$ cat config.mk
export PLATFORM = sky130hd
export DESIGN_NAME = rom_3slots
export DESIGN_NICKNAME = d
export VERILOG_FILES = /design/src/logic/rom_geom_pkg.sv /design/src/logic/rom_types_pkg.sv /design/src/logic/slot_rd_if.sv /design/src/logic/rom_3slots.sv /design/src/logic/rom_arbiter.sv /design/src/logic/rom_slot.sv
export SDC_FILE = /design/constraint.sdc
export NUM_CORES = 1
export LEC_CHECK = 0
export ABC_AREA = 1
export BUFFER_PORTS_ARGS = -buffer_cell sky130_fd_sc_hd__buf_2
export CAP_MARGIN = 20
export CORE_ASPECT_RATIO = 0.8
export CORE_UTILIZATION = 58
export DETAILED_ROUTE_END_ITERATION = 8
export GPL_ROUTABILITY_DRIVEN = 0
export PLACE_DENSITY = 0.8
export RECOVER_POWER = 50
export SLEW_MARGIN = 20
export SYNTH_ARGS = -nofsm -noshare
export SYNTH_HDL_FRONTEND = slang
export SYNTH_HIERARCHICAL = 1
export SYNTH_SLANG_ARGS = --single-unit
$ cat constraint.sdc
create_clock -name clk -period 2 [get_ports clk]
set_clock_uncertainty 0.15 [all_clocks]
set_input_delay 0.4 -clock clk [delete_from_list [all_inputs] [get_ports clk]]
set_output_delay 0.4 -clock clk [all_outputs]
set_load 0.01 [all_outputs]
$ cat src/logic/rom_geom_pkg.sv
// address and word geometry of the SDRAM and the client slots, imported by the ROM port and its testbench
`default_nettype none

package rom_geom_pkg;

    // default SDRAM word-address width
    localparam int sdram_aw = 22;

    // one SDRAM read returns a word of this many bits
    localparam int sdram_dw = 32;

    // client slots sharing the read channel, slot 0 has top priority
    localparam int n_slots = 3;

    // log2 of the number of items that fit in one SDRAM word
    // item addresses are shifted right by this to get the word address
    function automatic int item_shift(input int item_w);
        return $clog2(sdram_dw / item_w);
    endfunction

endpackage

`default_nettype wire

$ cat src/logic/rom_types_pkg.sv
// data and select types of the ROM port, imported by the RTL and the SDRAM model
`default_nettype none

package rom_types_pkg;

    // one word as returned by the SDRAM on data_read
    typedef logic [rom_geom_pkg::sdram_dw-1:0] sdram_word_t;

    // one-hot owner of the outstanding SDRAM read, bit n for slot n
    typedef logic [rom_geom_pkg::n_slots-1:0] slot_sel_t;

endpackage

`default_nettype wire

$ cat src/logic/slot_rd_if.sv
// read channel of one slot, instantiated per slot between the slot and the arbiter
`timescale 1ns/1ps
`default_nettype none

interface slot_rd_if #(
    parameter int addr_w = rom_geom_pkg::sdram_aw
) ();
    import rom_types_pkg::*;

    // level, held while the slot cache misses
    logic              req;
    // SDRAM word address, steady while req is high
    logic [addr_w-1:0] addr;
    // high while this slot owns the outstanding read
    logic              we;
    sdram_word_t       data;
    // one-cycle pulse when data is valid
    logic              rdy;

    modport client (
        output req,
        output addr,
        input  we,
        input  data,
        input  rdy
    );

    modport server (
        input  req,
        input  addr,
        output we,
        output data,
        output rdy
    );

endinterface

`default_nettype wire

$ cat src/logic/rom_3slots.sv
// top level of the three-slot read-only ROM port, placed between the console core and the SDRAM controller
`timescale 1ns/1ps
`default_nettype none

module rom_3slots #(
    parameter int                  SDRAM_AW     = rom_geom_pkg::sdram_aw,
    parameter int                  SLOT0_AW     = 8,
    parameter int                  SLOT1_AW     = 8,
    parameter int                  SLOT2_AW     = 8,
    parameter logic [SDRAM_AW-1:0] SLOT0_OFFSET = '0,
    parameter logic [SDRAM_AW-1:0] SLOT1_OFFSET = '0,
    parameter logic [SDRAM_AW-1:0] SLOT2_OFFSET = '0,
    parameter type                 slot0_t      = logic [7:0],
    parameter type                 slot1_t      = logic [7:0],
    parameter type                 slot2_t      = logic [7:0]
) (
    input  wire                             clk,
    input  wire                             rst,
    input  wire [SLOT0_AW-1:0]              slot0_addr,
    input  wire                             slot0_cs,
    output wire slot0_t                     slot0_dout,
    output wire                             slot0_ok,
    input  wire [SLOT1_AW-1:0]              slot1_addr,
    input  wire                             slot1_cs,
    output wire slot1_t                     slot1_dout,
    output wire                             slot1_ok,
    input  wire [SLOT2_AW-1:0]              slot2_addr,
    input  wire                             slot2_cs,
    output wire slot2_t                     slot2_dout,
    output wire                             slot2_ok,
    // SDRAM controller side
    output wire                             sdram_req,
    output wire [SDRAM_AW-1:0]              sdram_addr,
    input  wire                             sdram_ack,
    input  wire                             data_rdy,
    input  wire rom_types_pkg::sdram_word_t data_read
);

    slot_rd_if #(.addr_w(SDRAM_AW)) slot0_bus ();
    slot_rd_if #(.addr_w(SDRAM_AW)) slot1_bus ();
    slot_rd_if #(.addr_w(SDRAM_AW)) slot2_bus ();

    rom_slot #(
        .data_t   (slot0_t),
        .addr_w   (SLOT0_AW),
        .sdram_aw (SDRAM_AW),
        .offset   (SLOT0_OFFSET)
    ) u_slot0 (
        .clk  (clk),
        .rst  (rst),
        .addr (slot0_addr),
        .cs   (slot0_cs),
        .dout (slot0_dout),
        .ok   (slot0_ok),
        .bus  (slot0_bus.client)
    );

    rom_slot #(
        .data_t   (slot1_t),
        .addr_w   (SLOT1_AW),
        .sdram_aw (SDRAM_AW),
        .offset   (SLOT1_OFFSET)
    ) u_slot1 (
        .clk  (clk),
        .rst  (rst),
        .addr (slot1_addr),
        .cs   (slot1_cs),
        .dout (slot1_dout),
        .ok   (slot1_ok),
        .bus  (slot1_bus.client)
    );

    rom_slot #(
        .data_t   (slot2_t),
        .addr_w   (SLOT2_AW),
        .sdram_aw (SDRAM_AW),
        .offset   (SLOT2_OFFSET)
    ) u_slot2 (
        .clk  (clk),
        .rst  (rst),
        .addr (slot2_addr),
        .cs   (slot2_cs),
        .dout (slot2_dout),
        .ok   (slot2_ok),
        .bus  (slot2_bus.client)
    );

    rom_arbiter #(
        .sdram_aw (SDRAM_AW)
    ) u_arbiter (
        .clk        (clk),
        .rst        (rst),
        .slot0      (slot0_bus.server),
        .slot1      (slot1_bus.server),
        .slot2      (slot2_bus.server),
        .sdram_req  (sdram_req),
        .sdram_addr (sdram_addr),
        .sdram_ack  (sdram_ack),
        .data_rdy   (data_rdy),
        .data_read  (data_read)
    );

endmodule

`default_nettype wire

$ cat src/logic/rom_arbiter.sv
// fixed-priority owner of the single SDRAM read channel, shared by the three slots of the ROM port
`timescale 1ns/1ps
`default_nettype none

module rom_arbiter #(
    parameter int sdram_aw = rom_geom_pkg::sdram_aw
) (
    input  wire                             clk,
    input  wire                             rst,
    slot_rd_if.server                       slot0,
    slot_rd_if.server                       slot1,
    slot_rd_if.server                       slot2,
    output logic                            sdram_req,
    output logic [sdram_aw-1:0]             sdram_addr,
    input  wire                             sdram_ack,
    input  wire                             data_rdy,
    input  wire rom_types_pkg::sdram_word_t data_read
);
    import rom_geom_pkg::*;
    import rom_types_pkg::*;

    slot_sel_t           req_vec;
    slot_sel_t           owner;
    slot_sel_t           active;
    slot_sel_t           grant;
    logic [sdram_aw-1:0] slot_addr [n_slots];
    logic [sdram_aw-1:0] grant_addr;
    logic                load;

    assign req_vec      = {slot2.req, slot1.req, slot0.req};
    assign slot_addr[0] = slot0.addr;
    assign slot_addr[1] = slot1.addr;
    assign slot_addr[2] = slot2.addr;

    // the owner still holds req during its data_rdy cycle
    assign active = req_vec & ~owner;
    assign load   = (owner == '0) || data_rdy;

    // lowest index wins
    always_comb begin
        grant      = '0;
        grant_addr = '0;
        for (int i = 0; i < n_slots; i++) begin
            if (active[i] && (grant == '0)) begin
                grant[i]   = 1'b1;
                grant_addr = slot_addr[i];
            end
        end
    end

    always_ff @(posedge clk or posedge rst) begin
        if (rst) begin
            sdram_req <= 1'b0;
            owner     <= '0;
        end else if (load) begin
            sdram_req <= |active;
            owner     <= grant;
        end else if (sdram_ack) begin
            sdram_req <= 1'b0;
        end
    end

    always_ff @(posedge clk) begin
        if (load && |active) begin
            sdram_addr <= grant_addr;
        end
    end

    // read data goes to every slot, only the owner sees we
    assign slot0.data = data_read;
    assign slot1.data = data_read;
    assign slot2.data = data_read;
    assign slot0.rdy  = data_rdy;
    assign slot1.rdy  = data_rdy;
    assign slot2.rdy  = data_rdy;
    assign slot0.we   = owner[0];
    assign slot1.we   = owner[1];
    assign slot2.we   = owner[2];

endmodule

`default_nettype wire

$ cat src/logic/rom_slot.sv
// client slot of the ROM port with a one-word cache, instantiated once per slot by the top level
`timescale 1ns/1ps
`default_nettype none

module rom_slot #(
    parameter type                 data_t   = logic [7:0],
    parameter int                  addr_w   = 8,
    parameter int                  sdram_aw = rom_geom_pkg::sdram_aw,
    parameter logic [sdram_aw-1:0] offset   = '0
) (
    input  wire              clk,
    input  wire              rst,
    input  wire [addr_w-1:0] addr,
    input  wire              cs,
    output data_t            dout,
    output logic             ok,
    slot_rd_if.client        bus
);
    import rom_geom_pkg::*;
    import rom_types_pkg::*;

    localparam int item_w  = $bits(data_t);
    localparam int shift_w = item_shift(item_w);

    logic [sdram_aw-1:0] word_addr;
    logic                hit;
    logic                miss;
    data_t               item;

    // cached word and its tag
    sdram_word_t         cache_word;
    logic [sdram_aw-1:0] tag;
    logic                valid;

    // request waiting for the arbiter and the SDRAM
    logic                pending;
    logic [sdram_aw-1:0] req_addr;

    // previous cycle's inputs, ok needs a stable address
    logic [addr_w-1:0]   addr_q;
    logic                cs_q;

    assign word_addr = offset + sdram_aw'(addr >> shift_w);
    assign hit       = valid && (tag == word_addr);
    assign miss      = cs && !hit && !pending;

    // item 0 sits in the least significant bits of the word
    if (shift_w > 0) begin : g_sel
        assign item = cache_word[addr[shift_w-1:0] * item_w +: item_w];
    end else begin : g_word
        assign item = cache_word;
    end

    assign bus.req  = pending;
    assign bus.addr = req_addr;

    always_ff @(posedge clk or posedge rst) begin
        if (rst) begin
            valid   <= 1'b0;
            pending <= 1'b0;
            cs_q    <= 1'b0;
            ok      <= 1'b0;
        end else begin
            cs_q <= cs;
            ok   <= cs && cs_q && (addr == addr_q) && hit;
            if (bus.rdy && bus.we) begin
                valid   <= 1'b1;
                pending <= 1'b0;
            end else if (miss) begin
                pending <= 1'b1;
            end
        end
    end

    always_ff @(posedge clk) begin
        addr_q <= addr;
        dout   <= item;
        // the tag is the address sent out, even if addr moved on since
        if (bus.rdy && bus.we) begin
            cache_word <= bus.data;
            tag        <= req_addr;
        end
        if (miss) begin
            req_addr <= word_addr;
        end
    end

endmodule

`default_nettype wire

# ---- After elaboration in Yosys (flattened, before gate mapping)
# Index checks and enable logic that the tools add are counted.
# W data, S select, Z words.
dict set report totals {
  register_bits 218
  output_inout_bits 50
}
dict set report classes {
  eq_ne 6
  shifts 3
  n_mux 14
  bitwise 3
  reduce_logical 39
}
# op count
set op_table {}
lappend op_table {{$shiftx A32 B6 Y8} 3}
lappend op_table {{$eq A8 B8 Y1} 3}
lappend op_table {{$logic_and A1 B1 Y1} 24}
lappend op_table {{$eq A6 B6 Y1} 3}
lappend op_table {{$mux W6} 3}
lappend op_table {{$mux W1} 11}
lappend op_table {{$reduce_bool A2 Y1} 4}
lappend op_table {{$logic_not A1 Y1} 6}
lappend op_table {{$and A3 B3 Y3} 1}
lappend op_table {{$logic_not A3 Y1} 1}
lappend op_table {{$not A3 Y3} 1}
lappend op_table {{$reduce_or A3 Y1} 1}
lappend op_table {{$logic_not A2 Y1} 1}
lappend op_table {{$reduce_or A2 Y1} 1}
lappend op_table {{$logic_or A1 B1 Y1} 1}
lappend op_table {{$not A1 Y1} 1}

# ---- Depth between registers and ports, before layout
# Gate-level depths: netlist of the first run.
dict set report depth {
  ltp_word 9
  mapped_depth 9
  ltp_nobuf 9
}

# ---- Hierarchy
# Netlist of the first run, hierarchy kept.
# module instances cells_each area_per_inst_um2 seq_area_each_um2
set modules_own_cells {}
lappend modules_own_cells {rom_slot 3 188 2338.5 1741.7}
lappend modules_own_cells {rom_arbiter 1 295 2278.4 760.7}

# ---- Least setup slack after synthesis of the first run
# OpenSTA, ideal clock, no wires.
dict set report synth_timing {
  path_kind {input-to-reg}
  from {in data_rdy}
  to {reg u_slot1.cache_word[0] (enable)}
  arrival_time_ns 1.310
  setup_slack_ns 0.147
  cell_stages 3
  cell_sequence {buf_4 -> nand2_1 -> inv_1}
}
dict set report synth_via {
  elab_chain_cells 1
}
# item line_no
set synth_rtl {}
lappend synth_rtl {{from (decl)} rom_3slots.sv:35} ;# input wire data_rdy,
lappend synth_rtl {{$logic_and A1 B1 Y1} rom_slot.sv:79} ;# if (bus.rdy && bus.we) begin
lappend synth_rtl {{to (signal assigned)} rom_slot.sv:80} ;# cache_word <= bus.data;
lappend synth_rtl {{to (decl)} rom_slot.sv:31} ;# sdram_word_t cache_word;
# No other way between the ends.
# A chain may end at the register's enable or synchronous reset.

# ---- Final worst setup path of the first run
dict set report layout_timing {
  from {in slot0_addr[5]}
  to {reg u_slot0.req_addr[1] (netlist: u_slot0/bus.addr[1]) (enable)}
}
dict set report layout_via {
  elab_chain_cells 5
}
# item line_no
set layout_rtl {}
lappend layout_rtl {{from (decl)} rom_3slots.sv:19} ;# input wire [SLOT0_AW-1:0] slot0_addr,
lappend layout_rtl {{$eq A6 B6 Y1} rom_slot.sv:44} ;# assign hit = valid && (tag == word_addr);
lappend layout_rtl {{$logic_and A1 B1 Y1} rom_slot.sv:44}
lappend layout_rtl {{$logic_not A1 Y1} rom_slot.sv:45} ;# assign miss = cs && !hit && !pending;
lappend layout_rtl {{$logic_and A1 B1 Y1 (2 in a row)} rom_slot.sv:45}
lappend layout_rtl {{net u_slot0.miss} rom_slot.sv:27} ;# logic miss;
lappend layout_rtl {{to (signal assigned)} rom_slot.sv:84} ;# req_addr <= word_addr;
lappend layout_rtl {{to (decl)} rom_slot.sv:37} ;# logic [sdram_aw-1:0] req_addr;
# The timed path passes the listed nets, and every way through them passes these cells.

==> results of run 1 <==
[cell usage after synthesis]
master | count | share of area
dfxtp_1 | 48 | 0.10
buf_6 | 4 | 0.0048
inv_1 | 76 | 0.031
nor2_4 | 1 | 0.0012
inv_2 | 7 | 0.0028
nand4_1 | 4 | 0.0027
conb_1 | 3 | 0.0012
nor2_8 | 1 | 0.0022
nand3_1 | 28 | 0.015
xor2_1 | 6 | 0.0057
nand2_1 | 174 | 0.070
nand3_2 | 2 | 0.0022
clkinv_1 | 2 | 0.00081
nand2_4 | 3 | 0.0036
nor3_1 | 3 | 0.0016
buf_2 | 7 | 0.0038
buf_4 | 150 | 0.12
dfrtp_1 | 16 | 0.043
edfxtp_1 | 154 | 0.50
or2_2 | 3 | 0.0020
nor2_1 | 72 | 0.029
nand2_2 | 1 | 0.00067
a21oi_1 | 6 | 0.0032
o21ai_0 | 60 | 0.032
o22ai_1 | 28 | 0.019
[worst max-delay path by stage]
stage	startpoint	end	slack (ps)	cells after the start
2_1_floorplan	data_rdy	u_slot1/cache_word[0]	150	3
5_1_grt	slot2_addr[6]	u_slot2/bus.addr[1]	20	11
4_1_cts	slot0_addr[5]	u_slot0/bus.addr[1]	130	12
3_5_place_dp	slot2_addr[3]	u_slot2/bus.addr[0]	170	11
3_3_place_gp	slot2_addr[5]	u_slot2/bus.addr[0]	210	11
6_report	slot0_addr[5]	u_slot0/bus.addr[1]	110	12
[stage by stage]
stage | worst slack, ps | cell area (µm²) | power (mW) | util
2_1_floorplan | 147 | 9460 | 8.15 | -
3_3_place_gp | 205 | 9260 | 8.80 | 0.604
3_5_place_dp | 174 | 9260 | 8.87 | 0.604
4_1_cts | 125 | 10500 | 13.0 | 0.684
5_1_grt | 15.1 | 10400 | 13.7 | 0.679
6_report | 108 | 10400 | 13.1 | 0.679
[cells by family (layout without fill, tap and decap cells)]
family / after synthesis / after routing / share of synthesized area
flip-flops: 218 / 218 / 0.644
buffers and inverters: 246 / 302 / 0.164
XOR/XNOR: 6 / 6 / 0.00565
AND/OR/NAND/NOR: 292 / 292 / 0.131
AO/OA/AOI/OAI: 94 / 94 / 0.0544
other: 3 / 49 / 0.00121
[placed cells by master, fill, tap and decap left out, drive strengths merged]
| cell | synthesis | layout |
|---|---|---|
| buf | 161 | 65 |
| nor2 | 74 | 74 |
| clkinv | 2 | 9 |
| conb | 3 | 48 |
| a21oi | 6 | 6 |
| dfxtp | 48 | 48 |
| clkinvlp | 0 | 3 |
| o22ai | 28 | 28 |
| dfrtp | 16 | 16 |
| xor2 | 6 | 6 |
| nand3 | 30 | 30 |
| nand2 | 178 | 178 |
| or2 | 3 | 3 |
| clkbuf | 0 | 86 |
| nand4 | 4 | 4 |
| inv | 83 | 84 |
| diode | 0 | 1 |
| dlygate4sd3 | 0 | 51 |
| bufinv | 0 | 4 |
| o21ai | 60 | 60 |
| nor3 | 3 | 3 |
| edfxtp | 154 | 154 |
[critical path: stages]
cell	delay (ps)
dlygate4sd3_1	570
clkbuf_1	140
inv_1	110
nand2_1	60
nand2_1	60
inv_1	40
nand2_1	70
nor2_1	40
nand2_1	80
nand2_1	90
nor2_2	110
buf_4	170
[flip-flops by register name, summed over array words and instances (netlist names), 8 cells and up]
| signal | cells |
|---|---|
| u_arbiter/sdram_addr | 22 |
| u_slot2/dout | 8 |
| u_slot1/cache_word | 32 |
| u_slot0/addr_q | 8 |
| u_slot2/addr_q | 8 |
| u_slot0/dout | 8 |
| u_slot1/dout | 8 |
| u_slot1/addr_q | 8 |
| u_slot0/cache_word | 32 |
| u_slot2/cache_word | 32 |
[what timing repair did]
| action | CTS | global route |
|---|---|---|
| hold endpoints to repair | 134 | 3 |
| endpoints found under the setup margin | 0 | 9 |
| gates resized for setup | 0 | 2 |
| hold buffers | 50 | 1 |
[layer usage]
layer,routed length (µm),up-vias,global-route usage,part of all wire
met5,13,-,0,0.00068
met3,1690,49,0.0550,0.088
met1,8360,2699,0.344,0.44
met4,477,2,0.0773,0.025
li1,-,2803,-,-
met2,8600,274,0.376,0.45
[power by group]
| group | total [mW] | internal [mW] | switching (mW) | leakage (nW) |
|---|---|---|---|---|
| sequential | 6.18 | 5.89 | 0.295 | 2.03 |
| combinational | 2.75 | 0.923 | 1.83 | 2.08 |
| clock | 4.12 | 2.45 | 1.66 | 0.344 |
| total | 13.1 | 9.27 | 3.79 | 4.45 |
[cell type report]
class / count / area share
Inverter: 85 / 0.0307
Clock inverter: 15 / 0.0180
Timing Repair Buffer: 180 / 0.111
Antenna cell: 1 / 0.000241
Sequential cell: 218 / 0.576
Tap cell: 210 / 0.0253
Multi-Input combinational cell: 440 / 0.188
Clock buffer: 22 / 0.0509
==> impl_metrics.json, run 1 <==
{
  "stdcell_count": 1171,
  "seqCellArea_um2": 5990,
  "io_buffers": 112,
  "reg2reg_slack_ps": 380,
  "grt_overflow": 0,
  "syn_inst": 859,
  "ioPinCount": 113,
  "antenna_found_initial": 2,
  "finalCritPeriodShare": 0.946,
  "cp-end-kind": "flop",
  "hp-class": "primary input to flop",
  "ant_nets": 0,
  "clkTransAtPathRegs_ps": 70,
  "fmax_ghz": 0.529,
  "worst_pin_slew_ps": 869,
  "grt_pass1_vias": 5737,
  "cts_max_level": 1,
  "initial_core_util": 0.607,
  "dpl.hpwl_mm": 12.5,
  "cap_violations": 0,
  "min_path_cells": 2,
  "synth_area_um2": 9290,
  "min-delay-start": "data_rdy",
  "start_kind": "primary input",
  "outcome": "finished, final reports clean",
  "min_to": "u_arbiter/owner[1]",
  "syn_avg_cell_area_um2": 10.8,
  "multi_input_area_um2": 1960,
  "vias": 5827,
  "clock_sinks": 218,
  "arrival_ps": 1940,
  "seq_area_frac_synth": 0.644,
  "powerDensity_nw_per_um2": 1260,
  "num-fill-cells": 1123,
  "wl_per_cell_um": 16.3,
  "report.final.slew_viol_count": 0,
  "drc": 0,
  "dieArea_um2": 16500,
  "hold_violations": 0,
  "leakage_nw": 4.45,
  "rows": 40,
  "worst-r2r-cell-count": 10,
  "wirelength_mm": 19.1,
  "die_w_um": 144,
  "cts_setup_buffers": 0,
  "grt_pass1_wl_mm": 29.9,
  "dr.pass1.iters": 7,
  "reg2reg_to": "u_slot2/bus.addr[4]",
  "drt_iter0_drc": 525,
  "track_usage": 0.243,
  "cts_tree": "done",
  "peakVddDrop_mv": 1.03,
  "layout.nets": 1009,
  "core-area_um2": 15300,
  "max-slew-margin-rel": 0.421,
  "finalHoldWorstSlack_ps": 26.7,
  "viasPerCell": 4.98,
  "grt_start_max_net_pins": 36,
  "ys_types": 25,
  "yosys_warnings": 6,
  "worstPathRequired_ps": 2050,
  "layout-drive-gt1-share": 0.123,
  "ys_seq_elements": 218,
  "dpl.cell_count": 1082,
  "syn_to_final_growth_pct": 11.9,
  "tns_ps": 0,
  "fin_crit_ps": 1890,
  "critical_path_class": "primary input to flop",
  "worstPathMaxFanout": 5,
  "r2r-start": "u_slot2/tag[1]",
  "root_buffer": "clkbuf_16",
  "clkLatencyLatePin_ps": 490,
  "clk_path_buf_depth": 3,
  "rsz0062_at_grt": "false",
  "final-setup-viol-count": 0,
  "numCtsBuffers": 21,
  "die_height_um": 115
}
No activity file was read; power rests on OpenSTA's default activity.
==> run 2: changes to the inputs <==
ABC_AREA = 0   (was 1)
==> run 2 against run 1 <==
Against the previous run: critical path depth decreased by 7; combinational power decreased by 8.4%; sequential share of layout area increased by 2.5 points; non-clock buffer count decreased by 3; register-to-register slack got worse by 270 ps; area after synthesis decreased by 4.8%; setup slack improved by 1.8 ps; routed wire length decreased by 21%; first-iteration DRC count decreased by 45%; via count decreased by 27%; fmax about the same; total power decreased by 1.2%; critical endpoint is now u_arbiter/owner[2]; largest power group unchanged.
==> impl_metrics.json, run 2 <==
{
  "fmax_ghz": 0.529,
  "yosys.area_share.simple": 0.0458,
  "numCtsBuffers": 22,
  "ys_types": 32,
  "wl_per_cell_um": 18.0,
  "final_cell_mix": "154 x edfxtp_1, 59 x clkbuf_1, 58 x buf_2",
  "ant_nets": 0,
  "outcome": "finished, final reports clean",
  "die_w_um": 140,
  "clkTransAtPathRegs_ps": 60,
  "final-setup-viol-count": 0,
  "finalCritPeriodShare": 0.945,
  "clock_sinks": 218,
  "post-place-ws_ps": 140,
  "track_usage": 0.204,
  "met3_usage": 0.0350,
  "clkLatencyLatePin_ps": 490,
  "grt_pass1_vias": 4546,
  "synth_top_family_by_area": "buffers and inverters",
  "antenna_found_initial": 0,
  "initial_core_util": 0.607,
  "drc": 0,
  "yosysTopAreaCell": "edfxtp_1",
  "syn_avg_cell_area_um2": 16.1,
  "yosys_warnings": 6,
  "die_height_um": 112,
  "leakage_nw": 3.74,
  "cts_max_level": 1,
  "synth_fa_ha_area_frac": 0,
  "layout-drive-gt1-share": 0.245,
  "synth-compound-area-share": 0.0344,
  "synth_xor_xnor_area_share": 0.0416,
  "viasPerCell": 5.08,
  "report.final.slew_viol_count": 0,
  "dpl.hpwl_mm": 10.1,
  "syn_to_final_growth_pct": 12.6,
  "grt_pass1_wl_mm": 24.1,
  "worstPathMaxFanout": 24,
  "root_buffer": "clkbuf_16",
  "synth_mux_area_frac": 0.0622,
  "powerDensity_nw_per_um2": 1290,
  "vias": 4239,
  "dieArea_um2": 15800,
  "synth_top_area_frac": 0.523,
  "io_buffers": 112,
  "ys_seq_elements": 218,
  "cts_setup_buffers": 0,
  "hold_violations": 0,
  "grt_overflow": 0,
  "fin_crit_ps": 1890,
  "peakVddDrop_mv": 0.754,
  "worstPathRequired_ps": 2260,
  "drt_iter0_drc": 291,
  "layout.nets": 697,
  "worst_pin_slew_ps": 994,
  "grt_start_max_net_pins": 29,
  "syn_inst": 550,
  "worst-r2r-cell-count": 5,
  "critical_path_class": "flop to flop",
  "seq_area_frac_synth": 0.676,
  "grtUsageMet2": 0.339,
  "grt-busiest-layer": "met2",
  "gr-usage-met1": 0.279,
  "finalHoldWorstSlack_ps": 50.3,
  "cp-end-kind": "flop",
  "synth_common_cells": "154 x edfxtp_1, 147 x buf_4, 48 x dfxtp_1",
  "synth-async-reset-ratio": 0.0734,
  "wirelength_mm": 15.0,
  "synth_area_um2": 8850,
  "layout_commonest_cell": "edfxtp_1",
  "synth-main-ff-cell": "edfxtp_1",
  "cts_tree": "done",
  "ioPinCount": 113,
  "top_regs": "u_slot0/cache_word: 32 flops, u_slot1/cache_word: 32 flops, u_slot2/cache_word: 32 flops",
  "arrival_ps": 2150,
  "clk_path_buf_depth": 3,
  "cap_violations": 0,
  "dr.pass1.iters": 4,
  "max-slew-margin-rel": 0.338,
  "start_kind": "flop",
  "synth_area_leaders": "edfxtp_1 52%, buf_4 12%, dfxtp_1 11%, mux4_2 6.1%, dfrtp_1 4.5%",
  "rows": 39,
  "setup_slack_ps": 110,
  "hp-class": "primary input to flop",
  "min_path_cells": 3,
  "core-area_um2": 14600,
  "synth_edf_count": 154,
  "yosysMostFrequentCell": "edfxtp_1"
}
## run 2: changes by cell type in the layout (fill, tap and decap cells not counted), sizes merged, moves of 22 or more
cell,delta
mux4,+24
o21ai,-56
a221o,+22
xnor2,+30
and3,+22
nand2,-178
o22ai,-28
nand3,-24
nor2,-69
inv,-75
## run 2: metrics by stage
stage / cells / cell area [µm²] / TNS, ps / utilization / power [mW]
after global placement: 740 / 8740 / 0 / 0.599 / 8.56
after floorplan: 595 / 9030 / 0 / - / 8.03
after CTS: 834 / 10000 / 0 / 0.688 / 13.0
after detailed placement: 740 / 8740 / 0 / 0.599 / 8.69
after global routing: 834 / 9960 / -39.4 / 0.683 / 13.5
final: 835 / 9960 / 0 / 0.683 / 12.9
## run 2: power breakdown
group	leakage, nW	switching, mW	total (mW)	internal (mW)
combinational	1.34	1.42	2.52	1.11
clock	0.370	1.60	4.18	2.58
sequential	2.03	0.279	6.19	5.91
total	3.74	3.30	12.9	9.60
## run 2: logic make-up after synthesis
group | Yosys count
XOR/XNOR | 42
AND/OR/NAND/NOR | 60
AO/OA/AOI/OAI | 32
buffers and inverters | 170
flip-flops | 218
multiplexers | 25
other | 3
## run 2: final timing paths
check	startpoint	slack (ps)	to
min	sdram_ack	50	u_arbiter/sdram_req
max	u_slot0/bus.req	110	u_arbiter/owner[2]
max reg2reg	u_slot0/bus.req	110	u_arbiter/owner[2]
min in group asynchronous	rst	330	u_slot0/bus.req
min reg2reg	u_slot1/bus.addr[3]	310	u_slot1/tag[3]
max in group asynchronous	rst	1180	u_arbiter/owner[2]
## run 2: worst max-delay path, cell delays in order, from the launching register on
cell     delay (ps)
dfrtp_1         420
nor2b_2         180
buf_4           230
nor3b_4         350
buf_4           300
a22o_1          180
## run 2: layout make-up
type                    instances  area, µm²
diodes                          1       2.50
clock buffers                  30        622
inverters                       8       30.0
clock inverters                10        133
well taps                     184        230
multi-input cells             207       1820
repair buffers                177       1140
fillers                       989       4630
flip-flops and latches        218       5990
## run 2: per-layer routing
metal  vias to the layer above  share of wire
li1                       1991              -
met1                      2110           0.43
met2                       115           0.50
met3                        23          0.048
met4                         0          0.019
met5                         -              0
## run 2: timing repair
item | 4_1_cts | 5_1_grt
endpoints found under the hold margin | 144 | 0
setup endpoints to repair | 0 | 17
hold buffers | 54 | 0
resized for setup | 0 | 2
